## src/icache_defs.svh

```systemverilog
`ifndef ICACHE_DEFS_SVH
`define ICACHE_DEFS_SVH

// Geometry of the instruction cache tag side

// Ways per set
`define ICACHE_N_WAY 4

// Sets in the tag array
`define ICACHE_DEPTH 64

// Set index bits, log2 of the depth
`define ICACHE_IDX_W 6

// Tag bits kept per way
`define ICACHE_TAG_W 20

// One SRAM row holds the tags of every way in a set
`define ICACHE_ROW_W (`ICACHE_N_WAY * `ICACHE_TAG_W)

`endif

```

## src/icache_tag_pkg.sv

```systemverilog
`include "icache_defs.svh"

package icache_tag_pkg;

    // Stored tag of one way
    typedef logic [`ICACHE_TAG_W-1:0] tag_t;

    // Set index into the tag array
    typedef logic [`ICACHE_IDX_W-1:0] index_t;

    // One bit per way, request or valid
    typedef logic [`ICACHE_N_WAY-1:0] way_mask_t;

    // Encoded way number
    typedef logic [$clog2(`ICACHE_N_WAY)-1:0] way_num_t;

    // All tags of a set, way 0 in the low slice
    typedef logic [`ICACHE_N_WAY-1:0][`ICACHE_TAG_W-1:0] way_tags_t;

endpackage

```

## src/itag_ctrl.sv

```systemverilog
`timescale 1ns/1ps
`include "icache_defs.svh"

module itag_ctrl (
    input  logic                      clk_i,
    input  logic                      rst_n_i,
    input  logic                      lookup_i,      // Lookup strobe
    input  icache_tag_pkg::index_t    lookup_idx_i,
    input  icache_tag_pkg::tag_t      lookup_tag_i,
    input  logic                      refill_i,      // Refill strobe
    input  icache_tag_pkg::index_t    refill_idx_i,
    input  icache_tag_pkg::tag_t      refill_tag_i,
    input  icache_tag_pkg::way_tags_t tag_way_i,     // Tags from the memory
    input  icache_tag_pkg::way_mask_t vbit_way_i,    // Valid bits from the memory
    output icache_tag_pkg::way_mask_t req_o,         // Ways to access
    output logic                      we_o,
    output logic                      vbit_o,
    output icache_tag_pkg::index_t    addr_o,
    output icache_tag_pkg::tag_t      wdata_o,
    output logic                      hit_valid_o,   // Lookup result strobe
    output logic                      hit_o,
    output icache_tag_pkg::way_num_t  hit_way_o,
    output icache_tag_pkg::way_num_t  victim_way_o   // Way the next refill writes
);

    icache_tag_pkg::way_num_t  victim_q;             // Round-robin pointer
    icache_tag_pkg::way_mask_t victim_mask;          // One-hot of the pointer
    logic                      lookup_q;             // Lookup in flight
    icache_tag_pkg::tag_t      lookup_tag_q;         // Tag to compare next cycle
    icache_tag_pkg::way_mask_t way_hit;              // Per way match
    icache_tag_pkg::way_num_t  hit_way_enc;          // Encoded matching way

    assign victim_mask = icache_tag_pkg::way_mask_t'(1) << victim_q;

    // Request steering, refill and lookup never overlap
    always_comb begin
        if (refill_i) begin
            req_o = victim_mask;                     // Only the victim slice
        end else if (lookup_i) begin
            req_o = '1;                              // Read all ways
        end else begin
            req_o = '0;
        end
    end

    assign we_o         = refill_i;
    assign vbit_o       = refill_i;                  // Refilled line becomes valid
    assign addr_o       = refill_i ? refill_idx_i : lookup_idx_i;
    assign wdata_o      = refill_tag_i;
    assign victim_way_o = victim_q;

    // Victim pointer, wraps, untouched by flush
    always_ff @(posedge clk_i) begin
        if (!rst_n_i) begin
            victim_q <= '0;
        end else if (refill_i) begin
            victim_q <= victim_q + 1'b1;
        end
    end

    // First stage, memory read is under way
    always_ff @(posedge clk_i) begin
        if (!rst_n_i) begin
            lookup_q <= 1'b0;
        end else begin
            lookup_q <= lookup_i;
        end
    end

    always_ff @(posedge clk_i) begin
        if (lookup_i) begin
            lookup_tag_q <= lookup_tag_i;            // Held for the compare
        end
    end

    // Tag compare, gated by valid
    always_comb begin
        hit_way_enc = '0;
        for (int w = 0; w < `ICACHE_N_WAY; w++) begin
            way_hit[w] = vbit_way_i[w] && (tag_way_i[w] == lookup_tag_q);
            if (way_hit[w]) begin
                hit_way_enc = icache_tag_pkg::way_num_t'(w);
            end
        end
    end

    // Second stage, result registered
    always_ff @(posedge clk_i) begin
        if (!rst_n_i) begin
            hit_valid_o <= 1'b0;
            hit_o       <= 1'b0;
        end else begin
            hit_valid_o <= lookup_q;                 // One pulse per lookup
            hit_o       <= lookup_q && (|way_hit);
        end
    end

    always_ff @(posedge clk_i) begin
        if (lookup_q) begin
            hit_way_o <= hit_way_enc;
        end
    end

    // Lookup and refill share the single SRAM port
    a_no_collision : assert property (
        @(posedge clk_i) disable iff (!rst_n_i)
        !(lookup_i && refill_i)
    ) else $error("itag_ctrl: lookup and refill in the same cycle");

    // Refills never duplicate a tag within a set
    a_single_hit : assert property (
        @(posedge clk_i) disable iff (!rst_n_i)
        lookup_q |-> $onehot0(way_hit)
    ) else $error("itag_ctrl: more than one way hit");

endmodule

```

## config.mk

```make
export PLATFORM = sky130hd
export DESIGN_NAME = itag_ctrl
export DESIGN_NICKNAME = d
export VERILOG_FILES = /design/src/icache_tag_pkg.sv /design/src/itag_ctrl.sv
export VERILOG_INCLUDE_DIRS = /design/src
export SDC_FILE = /design/constraint.sdc
export NUM_CORES = 1
export LEC_CHECK = 0
export ABC_AREA = 1
export BUFFER_PORTS_ARGS = -buffer_cell sky130_fd_sc_hd__buf_2
export CAP_MARGIN = 5
export CELL_PAD_IN_SITES_DETAIL_PLACEMENT = 0
export CELL_PAD_IN_SITES_GLOBAL_PLACEMENT = 1
export CORE_MARGIN = 5
export CORE_UTILIZATION = 28
export DETAILED_ROUTE_END_ITERATION = 6
export GPL_TIMING_DRIVEN = 0
export PLACE_DENSITY_LB_ADDON = 0.3
export RECOVER_POWER = 100
export SYNTH_ARGS = -nofsm -noshare
export SYNTH_HDL_FRONTEND = slang
export SYNTH_SLANG_ARGS = --single-unit
```

## constraint.sdc

```tcl
create_clock -name clk_i -period 3.3 [get_ports clk_i]
set_clock_uncertainty 0.2 [all_clocks]
set_input_delay 0.99 -clock clk_i [delete_from_list [all_inputs] [get_ports clk_i]]
set_output_delay 0.99 -clock clk_i [all_outputs]
set_load 0.02 [all_outputs]
```

**Yosys cells after proc, flatten, opt, wreduce, memory -nomap -nowiden**

Index checks and enable logic that the tools add are counted.

- Register bits after elaboration: 27
- Output and inout port bits: 38
- Word-level logic and storage cells: 25
- Input bits: 140

- Muxes and demuxes: 5
- Shift operators: 1
- $add $sub $neg: 1
- Reductions and logical operators: 7
- Equality and inequality tests: 4

Operator list:

| cell | number |
|---|---|
| $eq A20 B20 Y1 | 4 |
| $mux W4 | 2 |
| $mux W6 | 1 |
| $logic_and A1 B1 Y1 | 5 |
| $reduce_or A4 Y1 | 1 |
| $shl A1 B2 Y4 const A | 1 |
| $add A2 B1 Y2 const B | 1 |
| $mux W1 | 2 |
| $reduce_or A2 Y1 | 1 |

**Logic depth before layout (Yosys ltp)**

- Depth in word-level cells: 4
- Gate-level depth with buffers: 10
- Mapped depth without buffers: 10

**Worst setup path before layout**

No wires, ideal clock.

- Kind: input to output
- Start point: input port refill_i
- End point: output port req_o[0]
- Slack: 0.505 ns
- Arrival time: 1.605 ns
- Path buffers: 1
- Stages: 4
- Required time: 2.110 ns
- Cell sequence: inv_1 clkbuf_1 nand2_1 nand2_1

- Cells in the longest elaborated chain, start to end: 1

Ends and longest elaborated chain:

| element | line | text |
|---|---|---|
| from (decl) | itag_ctrl.sv:10 | `input logic refill_i,` |
| $mux W4 | itag_ctrl.sv:37 | `if (refill_i) begin` |
| to (decl) | itag_ctrl.sv:15 | `output icache_tag_pkg::way_mask_t req_o,` |

Every way passes these cells.

**Worst setup path after layout**

- Start point: input port refill_i
- End point: output port req_o[2]

The elaborated chain is that of the path after synthesis.

==> flow_summary.yaml <==
worst_setup_path:
  critical_path.max_fanout: 10
  crit_path_start: "refill_i"
  r2r-end: "hit_way_o[0]"
  critPathKind: "in -> out"
  endpoint: "req_o[2]"
  crit_required_ns: 2.11
  end_kind: "output pin"
  cp-start-kind: "input pin"
  crit_arrival_ns: 1.92
  crit-reg2reg-launch: "lookup_tag_q[0]"
  reg2regPathDepth: 8
  r2r_setup_slack_ns: 1.53
worst_hold_path:
  hold_depth: 2
  hold_path.class: "reg -> reg"
yosys:
  synthArstFlopShare_pct: 0
  synth_area_mm2: 0.00257
  synth.top_cells.by_area: "nand2_1 32%, edfxtp_1 26%, inv_1 8.9%"
  synth_largest_area_cell: "nand2_1"
  syn_nets: 588
  ys_seq_area_share_pct: 29.6
  ys_top_cells_by_count: "216 x nand2_1, 61 x inv_1, 41 x nor2_1"
  yosysTopAreaCellShare_pct: 31.5
  yosysMostFrequentCell: "nand2_1"
  synth_ff_type: "edfxtp_1"
  ys.warnings.count: 0
  syn_inst: 444
  ys_ff_latch: 27
  synth-edff-count: 22
  syn_area_per_cell_um2: 5.80
  ys_types: 21
timing:
  setup_violations: 0
  rsz0062_at_grt: "no"
  worst_pin_slew_ns: 0.566
  period_needed_ns: 3.11
  tns_ns: 0
  slew_headroom_pct: 62.3
  hold_viol_final: 0
  layout_setup_ws_ns: 0.186
  period_share_pct: 94.4
  clock.fmax_ghz: 0.321
  slew_viol_final: 0
placement:
  hpwl_mm: 8.10
  dp_slack_ns: 0.149
  io_buffer_count: 157
  gp_congestion: 0.933
  placed_cell_area_mm2: 0.00350
clock_network:
  numCtsBuffers: 3
  clockBufferDepth: 2
  cts.sinks: 27
  clkSlewWorstSetupHoldPaths_ns: 0.10
  clk_latency_ns: 0.29
  cts_tree: "done"
  cts_resized: 0
  post_cts_buffers: 0
  clockRootBuffer: "clkbuf_8"
  cts_max_level: 1
  ctsHoldBuffers: 0
detailed_routing:
  route.vias.total: 2985
  via_per_inst: 4.17
  dr.pass1.iters: 6
  route.detailed.drc: 0
  wl_per_cell_um: 12.8
  drt_iter0_drc: 142
  ant_nets: 0
  finalWirelength_mm: 9.20
floorplanning:
  boundaryPins: 178
  die_h_um: 106
  row_count: 35
  core_area_mm2: 0.00911
  die-area_mm2: 0.0112
  initial_core_util_pct: 28.3
  die_w_um: 106
global_route:
  grt_usage_pct: 15.7
  grt_start_max_net_pins: 23
  antenna_found_initial: 0
  grt_pass1_wl_mm: 13.6
  grt_overflow: 0
  grt_pass1_vias: 2774
power:
  vdd_drop_max_v: 0.000156
  internal_power_mw: 0.633
  p_sw_mw: 0.362
  pwr-share-comb_pct: 35.8
  p_leak_nw: 2.09
  powerDensity_mw_per_mm2: 285
  p_sw_share_pct: 36.4
  seq_power_share_pct: 43.0
  clockPowerShare_pct: 21.2
job:
  cap_violations: 0
final_layout:
  area_delta_synth_final_pct: 35.8
  nNetsFinal: 750
  drive_above_1_share_pct: 28.4
  antenna-diode-count: 0
  stdcell_area_mm2: 0.00350
run_status:
  status: "completed"
[layout make-up]
| cell class | count | area [um2] |
|---|---|---|
| fillers | 1069 | 5610 |
| flip-flops and latches | 27 | 761 |
| multi-input cells | 313 | 1340 |
| clock buffers | 3 | 41.3 |
| clock inverters | 1 | 7.51 |
| inverters | 80 | 300 |
| plain buffers | 24 | 173 |
| well taps | 111 | 139 |
| repair buffers | 157 | 739 |
[metal layers]
layer	global-route usage [%]	wire, um
met1	20.5	4010
met2	26.8	4330
met3	3.55	780
met4	2.59	79
met5	0	0
[stage by stage]
step	power (mW)	utilization, %	std cells	hold WS (ns)
floorplan	0.639	-	444	0.265
global placement	0.800	38.4	712	0.273
detailed placement	0.804	38.4	712	0.296
CTS	1.02	38.9	716	0.315
global route	1.08	38.4	716	0.335
finish	0.995	38.4	716	0.313
[flip-flops by register name (all words and copies together) (netlist names)]
name	count
hit_way_o	2
hit_valid_o	1
hit_o	1
lookup_q	1
victim_way_o	2
lookup_tag_q	20
[power by group through the flow]
stage,sequential (mW),clock (mW),combinational [mW]
3_5_place_dp,0.437,0,0.367
2_1_floorplan,0.429,0,0.210
6_report,0.428,0.211,0.356
4_1_cts,0.429,0.222,0.369
3_3_place_gp,0.437,0,0.364
5_1_grt,0.434,0.236,0.408
[cell usage in the layout, fill, tap and decap left out, types with 11 or more instances in the layout]
| cell type | Yosys | routed |
|---|---|---|
| edfxtp_1 | 22 | 22 |
| nor2_1 | 41 | 42 |
| inv_1 | 61 | 61 |
| buf_4 | 22 | 22 |
| o21ai_0 | 11 | 11 |
| nand2_1 | 216 | 217 |
| inv_2 | 19 | 19 |
| clkbuf_1 | 2 | 39 |
| buf_2 | 0 | 116 |
[worst min-delay path by stage]
stage | from | to
2_1_floorplan | lookup_q | hit_way_o[0]
3_3_place_gp | lookup_q | hit_way_o[1]
3_5_place_dp | lookup_q | hit_way_o[1]
4_1_cts | lookup_q | hit_valid_o
5_1_grt | lookup_q | hit_way_o[0]
6_report | lookup_q | hit_valid_o
[worst max-delay path: stages]
cell and delay [ns]:
clkbuf_1 0.10, inv_1 0.07, clkbuf_1 0.31, nand2_1 0.18, nand2_1 0.10, clkbuf_2 0.17
[logic make-up (layout without fill, tap and decap cells)]
group,count (synthesis),after routing,synth area share [%]
flops,27,27,29.6
simple gates,277,277,42.2
xor+xnor,10,10,3.40
fa+ha+maj,4,4,1.94
compound gates,22,22,4.47
buf+inv,104,265,18.4
(Power assumes the default switching activity.)
